File: config.mk
export PLATFORM = sky130hd
export DESIGN_NAME = dispatch_unit
export DESIGN_NICKNAME = d
export VERILOG_FILES = /design/src/core_pkg.sv /design/src/isa_pkg.sv /design/src/dispatch_unit.sv
export SDC_FILE = /design/constraint.sdc
export NUM_CORES = 1
export LEC_CHECK = 0
export ABC_CLOCK_PERIOD_IN_PS = 3000
export CAP_MARGIN = 0
export CORE_UTILIZATION = 36
export DETAILED_ROUTE_END_ITERATION = 7
export DONT_BUFFER_PORTS = 1
export GPL_TIMING_DRIVEN = 1
export SYNTH_ARGS = -nofsm -noshare
export SYNTH_HDL_FRONTEND = slang
export SYNTH_SLANG_ARGS = --single-unit
File: constraint.sdc
create_clock -name clock -period 3 [get_ports clock]
set_input_delay 0.3 -clock clock [delete_from_list [all_inputs] [get_ports clock]]
set_output_delay 0.3 -clock clock [all_outputs]
set_load 0.02 [all_outputs]
File: src/core_pkg.sv
// Microarchitecture parameters of the out-of-order core
// Lane count, ROB sizing, multiply latency and counter types
`default_nettype none

package core_pkg;

  ////////////////////////////////////////////////////////////////////////////
  // Execution lanes
  ////////////////////////////////////////////////////////////////////////////

  localparam int num_lanes   = 3;
  localparam int mul_latency = 4;   // Cycles from issue to result strobe

  // Countdown for the multiply, holds mul_latency-1
  typedef logic [$clog2(mul_latency)-1:0] mul_cnt_t;

  ////////////////////////////////////////////////////////////////////////////
  // Reorder buffer
  ////////////////////////////////////////////////////////////////////////////

  localparam int rob_depth = 8;

  typedef logic [$clog2(rob_depth)-1:0] tag_t;       // ROB slot index
  typedef logic [$clog2(rob_depth):0]   rob_cnt_t;   // Occupancy, 0..rob_depth

  // Retired instructions, halt included
  typedef logic [15:0] count_t;

endpackage

`default_nettype wire

File: src/isa_pkg.sv
// ISA definitions for the out-of-order core
// Opcodes, register file geometry, value width and core status
`default_nettype none

package isa_pkg;

  ////////////////////////////////////////////////////////////////////////////
  // Register file geometry
  ////////////////////////////////////////////////////////////////////////////

  localparam int data_width = 32;   // One register value
  localparam int num_regs   = 8;    // Architectural registers

  typedef logic [$clog2(num_regs)-1:0] reg_idx_t;
  typedef logic [data_width-1:0]       data_t;

  // Hardwired zero, reads 0 and never takes a write
  localparam reg_idx_t zero_reg = reg_idx_t'(0);

  ////////////////////////////////////////////////////////////////////////////
  // Decoded operations
  ////////////////////////////////////////////////////////////////////////////

  typedef enum logic [3:0] {
    op_li,    // Load immediate into dest
    op_add,
    op_sub,
    op_and,
    op_or,
    op_xor,
    op_sll,   // Shift by low 5 bits of b
    op_mul,   // Multi-cycle, low half of product
    op_halt   // Stops dispatch, sets status on retire
  } opcode_e;

  // Core state seen on the commit side
  typedef enum logic {
    status_running,
    status_halted
  } core_status_e;

endpackage

`default_nettype wire

File: src/dispatch_unit.sv
// Dispatch stage: instruction handshake, register file and busy scoreboard.
// Issues one instruction to the lowest free lane and allocates its ROB slot.
`default_nettype none

module dispatch_unit (
  input  wire                              clock,
  input  wire                              arst_n,
  // Instruction port, four-phase
  input  wire                              inst_req,
  input  isa_pkg::opcode_e                 inst_opcode,
  input  isa_pkg::reg_idx_t                inst_dest,
  input  isa_pkg::reg_idx_t                inst_src_a,
  input  isa_pkg::reg_idx_t                inst_src_b,
  input  isa_pkg::data_t                   inst_imm,
  output logic                             inst_ack,
  // Lane side
  input  wire  [core_pkg::num_lanes-1:0]   lane_free,
  output logic [core_pkg::num_lanes-1:0]   issue,
  output isa_pkg::opcode_e                 issue_opcode,
  output isa_pkg::data_t                   issue_operand_a,
  output isa_pkg::data_t                   issue_operand_b,
  output core_pkg::tag_t                   issue_tag,
  // ROB allocation
  input  wire                              rob_full,
  input  core_pkg::tag_t                   alloc_tag,
  output logic                             alloc,
  output isa_pkg::reg_idx_t                alloc_dest,
  output logic                             alloc_halt,
  // Retire feedback
  input  wire                              commit_valid,
  input  core_pkg::tag_t                   commit_tag,
  input  isa_pkg::reg_idx_t                commit_dest,
  input  isa_pkg::data_t                   commit_data,
  input  wire                              commit_wr_en
);

  isa_pkg::data_t                   regs     [isa_pkg::num_regs];
  core_pkg::tag_t                   pend_tag [isa_pkg::num_regs];
  logic [isa_pkg::num_regs-1:0]     busy;
  logic                             halt_seen;   // Halt sent, stop dispatching
  logic [core_pkg::num_lanes-1:0]   lane_sel;
  logic                             lane_found;
  logic                             uses_srcs;
  logic                             src_stall;
  logic                             dispatch;
  logic                             marks_dest;

  ////////////////////////////////////////////////////////////////////////////
  // Issue decision
  ////////////////////////////////////////////////////////////////////////////

  // Lowest-numbered free lane wins
  always_comb
  begin
    lane_sel   = '0;
    lane_found = 1'b0;
    for (int i = 0; i < core_pkg::num_lanes; i++)
    begin
      if (lane_free[i] && !lane_found)
      begin
        lane_sel[i] = 1'b1;
        lane_found  = 1'b1;
      end
    end
  end

  assign uses_srcs = (inst_opcode != isa_pkg::op_li) && (inst_opcode != isa_pkg::op_halt);
  assign src_stall = uses_srcs && (busy[inst_src_a] || busy[inst_src_b]);

  // Only a fresh request, never one already acknowledged
  assign dispatch = inst_req && !inst_ack && !src_stall && lane_found &&
                    !rob_full && !halt_seen;

  assign marks_dest = (inst_dest != isa_pkg::zero_reg) && (inst_opcode != isa_pkg::op_halt);

  assign issue        = dispatch ? lane_sel : '0;
  assign issue_opcode = inst_opcode;
  assign issue_tag    = alloc_tag;

  assign issue_operand_a = (inst_src_a == isa_pkg::zero_reg) ? '0 : regs[inst_src_a];

  // Immediate rides on operand b for load-immediate
  always_comb
  begin
    if (inst_opcode == isa_pkg::op_li)
      issue_operand_b = inst_imm;
    else if (inst_src_b == isa_pkg::zero_reg)
      issue_operand_b = '0;
    else
      issue_operand_b = regs[inst_src_b];
  end

  assign alloc      = dispatch;
  assign alloc_dest = inst_dest;
  assign alloc_halt = (inst_opcode == isa_pkg::op_halt);

  ////////////////////////////////////////////////////////////////////////////
  // Handshake, register file and scoreboard
  ////////////////////////////////////////////////////////////////////////////

  always_ff @(posedge clock or negedge arst_n)
  begin
    if (!arst_n)
    begin
      inst_ack  <= 1'b0;
      halt_seen <= 1'b0;
      busy      <= '0;
      for (int r = 0; r < isa_pkg::num_regs; r++)
      begin
        regs[r]     <= '0;
        pend_tag[r] <= '0;
      end
    end
    else
    begin
      if (dispatch)
        inst_ack <= 1'b1;
      else if (inst_ack && !inst_req)
        inst_ack <= 1'b0;   // Source has let go

      if (dispatch && alloc_halt)
        halt_seen <= 1'b1;

      // Retire first, a same-cycle dispatch to the register overrides busy
      if (commit_valid && commit_wr_en && commit_dest != isa_pkg::zero_reg)
        regs[commit_dest] <= commit_data;
      if (commit_valid && busy[commit_dest] && pend_tag[commit_dest] == commit_tag)
        busy[commit_dest] <= 1'b0;   // Youngest writer has landed

      if (dispatch && marks_dest)
      begin
        busy[inst_dest]     <= 1'b1;
        pend_tag[inst_dest] <= alloc_tag;
      end
    end
  end

endmodule

`default_nettype wire

# Yosys cells after proc, flatten, opt, wreduce, memory -nomap -nowiden
# Index checks and enable logic that the tools add are counted.
classes:
  add_sub_neg: 0
  multipliers: 0
  div_mod_pow: 0
  n_lt_le_gt_ge: 12
  n_eq_ne: 3
  shift: 0
  n_mux: 38
  bitwise_logic: 7
  reduce_logical: 36
op_table:
  columns: ["cell", "n"]
  rows:
  - ["$bwmux W256", 1]
  - ["$mux W32", 8]
  - ["$bmux W32 S3", 2]
  - ["$demux W32 S3", 1]
  - ["$bwmux W24", 1]
  - ["$logic_and A1 B1 Y1", 21]
  - ["$ge A4 B4 Y1 const B", 4]
  - ["$lt A3 B4 Y1 const B", 4]
  - ["$mux W8", 2]
  - ["$not A3 Y4", 4]
  - ["$mux W1", 12]
  - ["$mux W3", 4]
  - ["$bmux W1 S3", 3]
  - ["$bmux W3 S3", 1]
  - ["$demux W3 S3", 1]
  - ["$and A8 B8 Y8", 1]
  - ["$lt A4 B1 Y1 const B", 2]
  - ["$not A8 Y8", 1]
  - ["$or A8 B8 Y8", 1]
  - ["$logic_not A1 Y1", 7]
  - ["$demux W1 S3", 2]
  - ["$ge A3 B1 Y1 const B", 2]
  - ["$logic_not A3 Y1", 2]
  - ["$reduce_bool A3 Y1", 2]
  - ["other kinds (7)", 7]
totals:
  ff_bits: 290
  latch_bits: 0
  ram_bits: 0
  mem_bits_ro: 0
  elab_cells: 115
  n_memories: 0

# Logic depth before layout (Yosys ltp)
# Gate-level depths: netlist (run 1).
logic_depth:
  ltp_word: 12
  depth_mapped: 9

# Worst setup path before layout (run 1)
# No wires, ideal clock.
synth_path:
  path_type: "input port to output port"
  start: "input port inst_src_b[0]"
  end: "output port issue_operand_b[30]"
  arrival_ps: 2074
  required_ps: 2700
  path_slack_ps: 626
  cell_stages: 8
  cell_sequence: "buf_2 buf_1 nor2b_1 clkbuf_1 a22oi_1 nor2_1 a21oi_1 o21ai_0"
synth_between:
  elab_chain_cells: 6
synth_rtl:
  columns: ["element", "line_no", "text"]
  rows:
  - ["start, declared", "dispatch_unit.sv:13", "input isa_pkg::reg_idx_t inst_src_b,"]
  - ["$not A3 Y4 (implied by the code)", "dispatch_unit.sv:90", "issue_operand_b = regs[inst_src_b];"]
  - ["$bmux W32 S3", "dispatch_unit.sv:90", null]
  - ["$mux W32 (implied by the code) (2 in a row)", "dispatch_unit.sv:90", null]
  - ["$mux W32 (*)", "dispatch_unit.sv:87", "else if (inst_src_b == isa_pkg::zero_reg)"]
  - ["$mux W32 (*)", "dispatch_unit.sv:85", "if (inst_opcode == isa_pkg::op_li)"]
  - ["end, declared", "dispatch_unit.sv:21", "output isa_pkg::data_t issue_operand_b,"]
# Every way passes the cells marked *; elsewhere a longest branch is shown, timed or not. The select of a mux whose other input is x is not followed.

# Worst setup path after layout (run 1)
layout_path:
  start: "register busy[7] (netlist bit)"
  end: "output port issue[2] (netlist bit)"
layout_between:
  elab_chain_cells: 10
layout_rtl:
  columns: ["element", "line_no", "text"]
  rows:
  - ["start, declared", "dispatch_unit.sv:39", "logic [isa_pkg::num_regs-1:0] busy;"]
  - ["start signal, assigned", "dispatch_unit.sv:107", "busy <= '0;"]
  - ["start signal, assigned by index", "dispatch_unit.sv:128", "busy[commit_dest] <= 1'b0;"]
  - ["start signal, assigned by index", "dispatch_unit.sv:132", "busy[inst_dest] <= 1'b1;"]
  - ["$bmux W1 S3", "dispatch_unit.sv:68", "assign src_stall = uses_srcs && (busy[inst_src_a] || busy[inst_src_b]);"]
  - ["$mux W1 (implied by the code)", "dispatch_unit.sv:68", null]
  - ["$logic_or A1 B1 Y1 (*)", "dispatch_unit.sv:68", null]
  - ["$logic_and A1 B1 Y1 (*)", "dispatch_unit.sv:68", null]
  - ["$logic_not A1 Y1 (*)", "dispatch_unit.sv:71", "assign dispatch = inst_req && !inst_ack && !src_stall && lane_found &&"]
  - ["$logic_and A1 B1 Y1 (*) (3 in a row)", "dispatch_unit.sv:71", null]
  - ["$logic_and A1 B1 Y1 (*)", "dispatch_unit.sv:72", "!rob_full && !halt_seen;"]
  - ["$mux W3 (*)", "dispatch_unit.sv:76", "assign issue = dispatch ? lane_sel : '0;"]
  - ["end, declared", "dispatch_unit.sv:18", "output logic [core_pkg::num_lanes-1:0] issue,"]
# Marked as above.

==> results of run 1 <==
## metrics by stage
stage	util, %	total power [uW]	instances
final	42.52	11380	1651
after CTS	42.50	11480	1648
after floorplan	-	6985	1092
after global routing	42.51	11970	1650
after global placement	38.65	7459	1550
after detailed placement	38.65	7555	1550
## cell families after synthesis
kind of cell / Yosys count / share of synthesized area (%)
XOR/XNOR: 1 / 0.06274
AND/OR/NAND/NOR: 151 / 5.099
buffers and inverters: 106 / 3.199
multiplexers: 393 / 37.27
flip-flops: 258 / 46.24
AO/OA/AOI/OAI: 183 / 8.136
## registers in the layout, summed over array words and instances (netlist names)
| signal | cells |
|---|---|
| pend_tag | 24 |
| inst_ack | 1 |
| halt_seen | 1 |
| regs | 224 |
| busy | 8 |
## where the power goes
group,internal [uW],total [uW],switching (uW)
clock network,2290,3790,1500
registers,4330,4950,621
logic,1550,2640,1090
## cells in the final DEF (no fill, tap or decap), drive strengths merged, types with 4 or more instances in the layout
master,n
mux4,70
nor3,8
a22oi,54
o21ai,57
a221oi,8
dfrtp,258
nand2,62
clkinvlp,4
nor4b,4
a21oi,51
nor2b,5
nand3,4
clkbuf,44
inv,11
buf,42
mux2,312
mux2i,11
nor2,57
nor4,4
clkinv,5
dlygate4sd3,42
## routing by layer
layer / track usage [%] / vias up / routed length (um)
met5: 0 / - / 0
met4: 4.615 / 0 / 771
met3: 4.357 / 54 / 2243
met2: 32.41 / 260 / 18330
met1: 27.33 / 4929 / 17590
li1: - / 4150 / -
## final cells by class
class	instances	area [um^2]
Antenna cell	3	7.507
Clock buffer	44	883.3
Clock inverter	12	156.4
Fill cell	3449	21800
Inverter	11	41.29
Multi-Input combinational cell	728	7133
Sequential cell	258	6456
Tap cell	511	639.4
Timing Repair Buffer	84	810.8
## timing repair
action,in CTS,in global routing
endpoints found under the hold margin,510,258
resized for setup,0,0
setup buffers,0,0
endpoints found under the setup margin,0,0
## how the worst min path moves through the flow
stage / start / endpoint / slack [ns]
floorplan: arst_n / busy[0] / 0.004
global placement: arst_n / regs[154] / 0.02
detailed placement: arst_n / regs[154] / 0.02
CTS: arst_n / regs[125] / -0.59
global route: arst_n / regs[154] / -0.59
finish: arst_n / regs[154] / -0.56
==> key figures, run 1 <==
Synthesis
  – Top_reg_cell synth: dfrtp_1
  – Mean post-synth cell area: between 10 and 15 um^2
  – Synthesized Nets: about 1200
  – Yosys cell types: 43
  – Asr flop ratio synth: 100.0%
  – Yosys warns: 0
  – Ranking of synthesized cells by area: dfrtp_1 (46%), mux2_2 (24%), mux4_2 (11%), a22oi_1 (2.9%), o21ai_0 (2.0%)
  – Number of flops mapped to enable cells by yosys: 0
  – Share of the synthesized area in the top cell type: 46.24%
  – Most frequent cells after synthesis: mux2_2 (297), dfrtp_1 (258), mux4_2 (70)
  – Number of synthesized register bits: 258
  – Sequential-to-total area share from yosys stat: a little under half
  – Most common cell in the synthesized netlist: mux2_2
  – Synth area leader: dfrtp_1
  – Syn Inst Count: ~1100
  – Synthesized area: 0.01396 mm^2

Detailed routing
  – Routed Antenna Nets: 0
  – DR vias: ~9400
  – WL/cell: between 20 and 25 um
  – Drt total wl: about 39000 um
  – Vias per inst: 5.689
  – Initial DRT Pass Iterations: 5
  – DRC violations left: 0
  – Initial DRC Count: 603

Timing
  – Final Critical Period: 2.774 ns
  – Worst Tran Pin Value: 0.8402 ns
  – Clock Skews: roughly 0.03 ns
  – Hold_ws: -0.5574 ns
  – Slew Limit Fails: 0
  – Max Clk Rate: about 0.36 GHz
  – Final Hold Vio Count: approximately 260
  – Slew HR: approximately 43%
  – RSZ-0062 raised after global routing: false
  – Setup violators final: 0
  – Final period util: 92.46%
  – Setup TNS: 0 ns
  – Worst setup margin: around 0.23 ns

Place
  – Input/output buffers: 0
  – RD Place Congestion: slightly above 0.8
  – Hpwl dp: between 20000 and 25000 um
  – Dpl ws: 0.5791 ns
  – Placed Instance Area: approximately 0.015 mm^2

Global route
  – Total grt overflow: 0
  – Initial antenna violation count: 3
  – Total track usage: 20.03%
  – Vias in the first global route: ~9700
  – First-pass GRT wire length: between 60000 and 70000 um
  – Largest net degree at the start of global routing: around 260

Worst setup path
  – R2R Path End: pend_tag[19]
  – Worst Setup End Kind: output pin
  – Critical path endpoint: issue[2]
  – R2R Path Start: busy[7]
  – Setup Crit Path Kind: reg -> out
  – Max FO, Critical Path: 4
  – Flop-to-flop setup slack: ~0.58 ns
  – Kind of cell adding the most delay to the critical path: multiplexers
  – Crit path depth: 6
  – R2r worst-path depth: 5
  – Critical path's largest stage delay: 0.48 ns
  – Setup crit start kind: register
  – CP Cell Sequence: mux4_2 > mux2i_1 > a21oi_1 > nor2_1 > buf_4 > and3_1
  – Max stage delay cell, worst path: mux4_2
  – Data required time of the critical path: between 2 and 3 ns
  – Crit path launch: busy[7]
  – CP bufs+invs: 1
  – CP arrival: 2.47 ns

Die
  – Site Rows: 71
  – # IOs: between 150 and 200
  – Starting density of the core: a little under two fifths
  – Die Area: around 0.04 mm^2
  – Chip width: around 200 um
  – Core region area: 0.03793 mm^2
  – DIE HEIGHT: 198.9 um

Clock tree
  – Clock Path Buffers: 3
  – Root Driver: clkbuf_16
  – Hold-fix buffers, CTS: between 40 and 50
  – CTS Sinks: between 200 and 300
  – CTS tree: built
  – Clock latency on the worst-skew pair: around 0.57 ns
  – Worst-path clk slew: around 0.06 ns
  – CTS Buf Count: 30
  – CTS H-tree depth: 1

Outcome
  – Status: finished, violations left
  – Failing checks: negative hold slack

Finish
  – Synth-to-layout area growth: 15.50%
  – Fraction of layout instances using a drive strength above 1: 42.04%
  – Nets: 1208
  – Fin area: around 0.016 mm^2

Power
  – Power per standard cell area: 705.4 mW/mm^2
  – P_leak: approximately 0.0065 uW
  – Peak supply drop: slightly below 0.4 mV

Flow run
  – Max-Cap Viols: 0

Worst hold path
  – Hold Crit Class: in -> async
(Power assumes the default switching activity.)
==> run 2, diff against run 1 <==
--- a/config.mk
+++ b/config.mk
@@ -5,12 +5,12 @@
 export SDC_FILE = /design/constraint.sdc
 export NUM_CORES = 1
 export LEC_CHECK = 0
-export ABC_CLOCK_PERIOD_IN_PS = 3000
+export ABC_CLOCK_PERIOD_IN_PS = 3400
 export CAP_MARGIN = 0
 export CORE_UTILIZATION = 36
 export DETAILED_ROUTE_END_ITERATION = 7
 export DONT_BUFFER_PORTS = 1
-export GPL_TIMING_DRIVEN = 1
+export GPL_TIMING_DRIVEN = 0
 export SYNTH_ARGS = -nofsm -noshare
 export SYNTH_HDL_FRONTEND = slang
 export SYNTH_SLANG_ARGS = --single-unit
==> constraint.sdc (replaced) <==
create_clock -name clock -period 3.4 [get_ports clock]
set_input_delay 0.34 -clock clock [delete_from_list [all_inputs] [get_ports clock]]
set_output_delay 0.34 -clock clock [all_outputs]
set_load 0.02 [all_outputs]
==> key figures, run 2 (synthesis gave the netlist of run 1 again) <==
Place
  – RD Place Congestion: 0.8545 (+3.1%)
  – Placed Cells: 1603 (+3.4%)
  – Placed Instance Area: 0.01460 mm^2 (-0.39%)
  – Hpwl dp: 30410 um (+36%)
  – Input/output buffers: 0 (unchanged)
  – Dpl ws: -0.2095 ns (-0.7887 ns)

Detailed routing
  – Initial DRT Pass Iterations: 5 (unchanged)
  – WL/cell: 27.00 um (+14%)
  – DR vias: 9873 (+5.1%)
  – Vias per inst: 5.804 (+2.0%)
  – Drt total wl: 45920 um (+18%)
  – DRC violations left: 0 (unchanged)
  – Routed Antenna Nets: 0 (unchanged)
  – Initial DRC Count: 728 (+21%)

Timing
  – Max Clk Rate: 0.2974 GHz
  – Worst Tran Pin Value: 1.292 ns (+0.4521 ns)
  – Slew Limit Fails: 0 (unchanged)
  – RSZ-0062 raised after global routing: false
  – Hold_ws: -0.5048 ns (+0.05254 ns)
  – Slew HR: 13.33% (-30 points)
  – Setup TNS: 0 ns (unchanged)
  – Final period util: a little over nine tenths
  – Worst setup margin: 0.03777 ns (-0.1883 ns)
  – Final Hold Vio Count: 258 (unchanged)
  – Final Critical Period: approximately 3.4 ns
  – Clock Skews: 0.005527 ns (-0.02382 ns)
  – Setup violators final: 0 (unchanged)

Worst setup path
  – CP Cell Sequence: clkdlybuf4s15_1 > buf_2 > clkbuf_1 > a22oi_1 > o21ai_0
  – Worst Setup End Kind: output pin
  – Setup Crit Path Kind: in -> out
  – Max FO, Critical Path: 10 (+6)
  – Crit path launch: inst_src_a[0]
  – R2r worst-path depth: 5 (unchanged)
  – R2R Path Start: busy[7]
  – Data required time of the critical path: 3.06 ns (+0.36 ns)
  – Setup crit start kind: input pin
  – Max stage delay cell, worst path: clkdlybuf4s15_1
  – Critical path's largest stage delay: 0.70 ns (+0.22 ns)
  – Critical path endpoint: issue_operand_a[31]
  – Flop-to-flop setup slack: 0.93 ns (+0.35 ns)
  – R2R Path End: pend_tag[5]
  – CP arrival: 3.02 ns (+0.55 ns)

Power
  – Power per standard cell area: 624.6 mW/mm^2 (-11%)
  – Peak supply drop: 0.4480 mV (+15%)
  – P_leak: 0.006483 uW (-0.88%)

Finish
  – Nets: 1259 (+4.2%)
  – Max reg flops: 224 (unchanged)
  – Largest register by flop count: regs
  – Fraction of layout instances using a drive strength above 1: 38.20% (-3.8 points)
  – Fin cells: 1701 (+3.0%)
  – Biggest regs: regs (224), pend_tag (24), busy (8)
  – Commonest non-fill, non-tap cell in the layout: mux2_2
  – Commonest non-fill, non-tap cells in the layout: mux2_2 (297), dfrtp_1 (258), mux4_2 (70), clkbuf_1 (64), nand2_1 (62)
  – Synth-to-layout area growth: 14.65%
  – Fin area: 0.01601 mm^2 (-0.74%)

Clock tree
  – CTS Buf Count: 30 (unchanged)
  – Root Driver: clkbuf_16
  – Hold-fix buffers, CTS: 40 (-4.8%)
  – CTS H-tree depth: 1 (unchanged)
  – Clock Path Buffers: 3 (unchanged)
  – CTS tree: built
  – CTS Sinks: 258 (unchanged)
  – Worst-path clk slew: 0.06 ns (about the same)
  – Post-CTS setup buffer count: 0 (unchanged)
  – Clock latency on the worst-skew pair: 0.57 ns (about the same)

Die
  – DIE HEIGHT: 198.9 um (unchanged)
  – # IOs: 175 (unchanged)
  – Core region area: 0.03793 mm^2 (unchanged)
  – Site Rows: 71 (unchanged)
  – Starting density of the core: 36.81% (unchanged)
  – Chip width: 198.9 um (unchanged)
  – Die Area: 0.03958 mm^2 (unchanged)

Global route
  – Vias in the first global route: 10121 (+4.8%)
  – First-pass GRT wire length: 68050 um (+13%)
  – Initial antenna violation count: 3 (unchanged)
  – Total track usage: 23.74% (+3.7 points)
  – Largest net degree at the start of global routing: 259 (unchanged)
  – Total grt overflow: 0 (unchanged)

Outcome
  – Status: finished, violations left
  – Failing checks: negative hold slack

Worst hold path
  – Hold Crit Class: in -> async

Flow run
  – Max-Cap Viols: 0 (unchanged)
run 2: per-stage QoR:
stage | power (uW) | util [%]
2_1_floorplan | 6163 | -
3_3_place_gp | 6667 | 38.50
3_5_place_dp | 6748 | 38.50
4_1_cts | 10060 | 42.13
5_1_grt | 10470 | 42.19
6_report | 9999 | 42.20
run 2: where the power goes:
group | switching (uW) | internal (uW)
clock network | 1330 | 1880
registers | 549 | 3820
logic | 1130 | 1300
total | 3010 | 6990
run 2: repair_timing:
| item | 4_1_cts | 5_1_grt |
|---|---|---|
| endpoints found under the setup margin | 22 | 22 |
| gates resized for setup | 13 | 22 |
| pin swaps | 0 | 0 |
| hold endpoints to repair | 509 | 258 |
run 2: critical path: cells and delay by family:
kind                   cells  cell delay [ns]
buffers and inverters      3             1.85
AO/OA/AOI/OAI              2             0.81
run 2: how the worst min path moves through the flow:
stage / start / to / slack [ns] / cells after the start
finish: arst_n / regs[155] / -0.50 / 0
global route: arst_n / regs[157] / -0.53 / 0
CTS: arst_n / regs[221] / -0.55 / 0
detailed placement: arst_n / regs[58] / 0.07 / 0
global placement: arst_n / regs[90] / 0.07 / 0
floorplan: arst_n / busy[0] / 0.04 / 0
run 2: area by class of cell:
type	instances	area (um^2)
inverters	11	41.29
fillers	3525	21920
diodes	4	10.01
clock inverters	12	123.9
clock buffers	42	845.8
multi-input cells	728	7061
repair buffers	40	400.4
well taps	511	639.4
plain buffers	95	431.7
flip-flops and latches	258	6456
run 2: routing by layer:
layer | vias to the layer above | share of wire (%) | global-route usage [%] | wire (um)
met2 | 400 | 46 | 37.18 | 21320
met1 | 5123 | 43 | 31.72 | 19530
met5 | - | 0.028 | 0 | 13
li1 | 4237 | - | - | -
met4 | 2 | 3.5 | 9.117 | 1608
met3 | 111 | 7.5 | 5.714 | 3453
==> run 3, diff against run 2 <==
--- a/config.mk
+++ b/config.mk
@@ -5,7 +5,7 @@
 export SDC_FILE = /design/constraint.sdc
 export NUM_CORES = 1
 export LEC_CHECK = 0
-export ABC_CLOCK_PERIOD_IN_PS = 3400
+export ABC_CLOCK_PERIOD_IN_PS = 3300
 export CAP_MARGIN = 0
 export CORE_UTILIZATION = 36
 export DETAILED_ROUTE_END_ITERATION = 7
==> constraint.sdc (replaced) <==
create_clock -name clock -period 3.3 [get_ports clock]
set_input_delay 0.33 -clock clock [delete_from_list [all_inputs] [get_ports clock]]
set_output_delay 0.33 -clock clock [all_outputs]
set_load 0.02 [all_outputs]
==> key figures, run 3 (synthesis gave the netlist of run 1 again) <==
Global route
  – Vias in the first global route: 10133 (+0.12%)
  – First-pass GRT wire length: 68070 um (about the same)
  – Total track usage: 23.74% (unchanged)
  – Initial antenna violation count: 3 (unchanged)
  – Largest net degree at the start of global routing: 259 (unchanged)
  – Total grt overflow: 0 (unchanged)

Timing
  – Worst Tran Pin Value: 1.293 ns (+0.001012 ns)
  – Final Hold Vio Count: 258 (unchanged)
  – Slew Limit Fails: 0 (unchanged)
  – Final Critical Period: ~3.2 ns
  – Final period util: 95.93%
  – Hold_ws: -0.5167 ns (-0.01186 ns)
  – RSZ-0062 raised after global routing: false
  – Setup violators final: 0 (unchanged)
  – Slew HR: 13.26% (-0.068 points)
  – Max Clk Rate: 0.3159 GHz
  – Clock Skews: 0.005355 ns (-0.0001714 ns)

Worst setup path
  – Worst Setup End Kind: output pin
  – Critical path endpoint: issue_operand_a[19]
  – CP arrival: 2.84 ns (-0.18 ns)
  – Setup crit start kind: input pin
  – Crit path depth: 5 (unchanged)
  – CP bufs+invs: 2 (-1)
  – CP Cell Sequence: clkdlybuf4s15_1 > nor2b_1 > clkbuf_1 > a221oi_1 > a21oi_1
  – Kind of cell adding the most delay to the critical path: buffers and inverters
  – R2r worst-path depth: 5 (unchanged)
  – Max stage delay cell, worst path: clkbuf_1
  – Flop-to-flop setup slack: 0.82 ns (-0.11 ns)
  – Data required time of the critical path: 2.97 ns (-0.09 ns)
  – Max FO, Critical Path: 10 (unchanged)
  – R2R Path Start: busy[7]
  – Crit path launch: inst_src_a[0]
  – Setup Crit Path Kind: in -> out
  – Critical path's largest stage delay: 0.63 ns (-0.07 ns)
  – R2R Path End: pend_tag[5]

Die
  – DIE HEIGHT: 198.9 um (unchanged)
  – Core region area: 0.03793 mm^2 (unchanged)
  – Site Rows: 71 (unchanged)
  – Starting density of the core: 36.81% (unchanged)
  – # IOs: 175 (unchanged)
  – Chip width: 198.9 um (unchanged)
  – Die Area: 0.03958 mm^2 (unchanged)

Clock tree
  – Hold-fix buffers, CTS: 40 (unchanged)
  – Clock Path Buffers: 3 (unchanged)
  – Clock latency on the worst-skew pair: 0.57 ns (about the same)
  – CTS Buf Count: 30 (unchanged)
  – CTS tree: built
  – CTS Sinks: 258 (unchanged)
  – Worst-path clk slew: 0.06 ns (about the same)
  – Root Driver: clkbuf_16
  – Post-CTS setup buffer count: 0 (unchanged)
  – CTS H-tree depth: 1 (unchanged)

Finish
  – Commonest non-fill, non-tap cell in the layout: mux2_2
  – Biggest regs: regs (224), pend_tag (24), busy (8)
  – Largest register by flop count: regs
  – Nets: 1259 (unchanged)
  – Commonest non-fill, non-tap cells in the layout: mux2_2 (297), dfrtp_1 (258), mux4_2 (70), nand2_1 (62), clkbuf_1 (59)
  – Fraction of layout instances using a drive strength above 1: 38.62% (+0.42 points)
  – Footprint of the multi-input gates: 0.007061 mm^2 (unchanged)
  – Fillers: 3532 (+0.20%)
  – Fin area: 0.01600 mm^2 (about the same)
  – Max reg flops: 224 (unchanged)
  – Synth-to-layout area growth: 14.61% (about the same)
  – Register area: 0.006456 mm^2 (unchanged)

Detailed routing
  – Initial DRT Pass Iterations: 5 (unchanged)
  – DR vias: 9898 (+0.25%)
  – WL/cell: 27.03 um (+0.12%)
  – Drt total wl: 45920 um (about the same)
  – Routed Antenna Nets: 0 (unchanged)
  – Initial DRC Count: 795 (+9.2%)
  – Vias per inst: 5.826 (+0.37%)
  – DRC violations left: 0 (unchanged)

Place
  – Placed Instance Area: 0.01460 mm^2 (unchanged)
  – Input/output buffers: 0 (unchanged)
  – Hpwl dp: 30410 um (unchanged)
  – RD Place Congestion: 0.8545 (unchanged)

Power
  – P_leak: 0.006495 uW (+0.19%)
  – Total power: 10300 uW (+3.1%)
  – Power per standard cell area: 643.8 mW/mm^2 (+3.1%)
  – Peak supply drop: 0.4628 mV (+3.3%)

Outcome
  – Failing checks: negative hold slack
  – Status: finished, violations left

Flow run
  – Max-Cap Viols: 0 (unchanged)

Worst hold path
  – Hold Crit Class: in -> async
-- run 3: cell count changes in the layout (fill, tap and decap cells not counted), moves of 2 or more --
cell,change
o21ai_0,-3
clkbuf_2,+5
diode_2,-2
o21ai_1,+3
clkbuf_1,-5
-- run 3: routing by layer --
| metal | part of all wire [%] | global-route usage [%] |
|---|---|---|
| met1 | 43 | 31.69 |
| met2 | 46 | 37.10 |
| met3 | 7.1 | 5.816 |
| met4 | 3.6 | 9.174 |
| met5 | 0.028 | 0 |
-- run 3: cell type report --
type                       count  share of cell area [%]
multi-input combinational    728                   44.12
sequential                   258                   40.34
timing repair buffer          40                   2.502
clock buffer                  42                   5.285
tap                          511                   3.995
antenna                        2                 0.03127
buffer                        95                   2.697
inverter                      11                  0.2580
clock inverter                12                  0.7740
-- run 3: worst min path at each step --
stage,start,endpoint,slack (ns),cells past startpoint
CTS,arst_n,regs[221],-0.56,0
floorplan,arst_n,busy[0],0.03,0
global placement,arst_n,regs[90],0.06,0
detailed placement,arst_n,regs[58],0.06,0
global route,arst_n,regs[157],-0.54,0
finish,arst_n,regs[27],-0.52,0
-- run 3: report_power, final --
group / switching (uW) / internal (uW) / leakage, uW
clock: 1370 / 1930 / 0.000481
sequential: 565 / 3930 / 0.00319
combinational: 1170 / 1340 / 0.00283
-- run 3: worst reg2reg max path, delay by kind of cell (launching register included) --
family | cells | cell delay [ns]
and+or+nand+nor | 1 | 0.51
muxes | 3 | 1.21
AOI/OAI and AO/OA | 1 | 0.26
DFF | 1 | 0.40
-- run 3: repair_timing --
item,4_1_cts,5_1_grt
cloned,0,0
pin swaps,0,0
resized for setup,23,22
hold endpoints to repair,509,258
endpoints found under the setup margin,49,30
-- run 3: per-stage QoR --
stage / hold WS (ns) / instances / setup TNS (ns) / worst slack, ns / util (%)
6_report: -0.5167 / 1699 / 0 / 0.1342 / 42.19
5_1_grt: -0.5385 / 1699 / 0 / 0.005982 / 42.19
4_1_cts: -0.5574 / 1697 / 0 / 0.001145 / 42.15
3_5_place_dp: 0.06077 / 1603 / -4.552 / -0.2895 / 38.50
3_3_place_gp: 0.06219 / 1603 / -3.660 / -0.2725 / 38.50
2_1_floorplan: 0.03441 / 1092 / 0 / 0.8663 / -
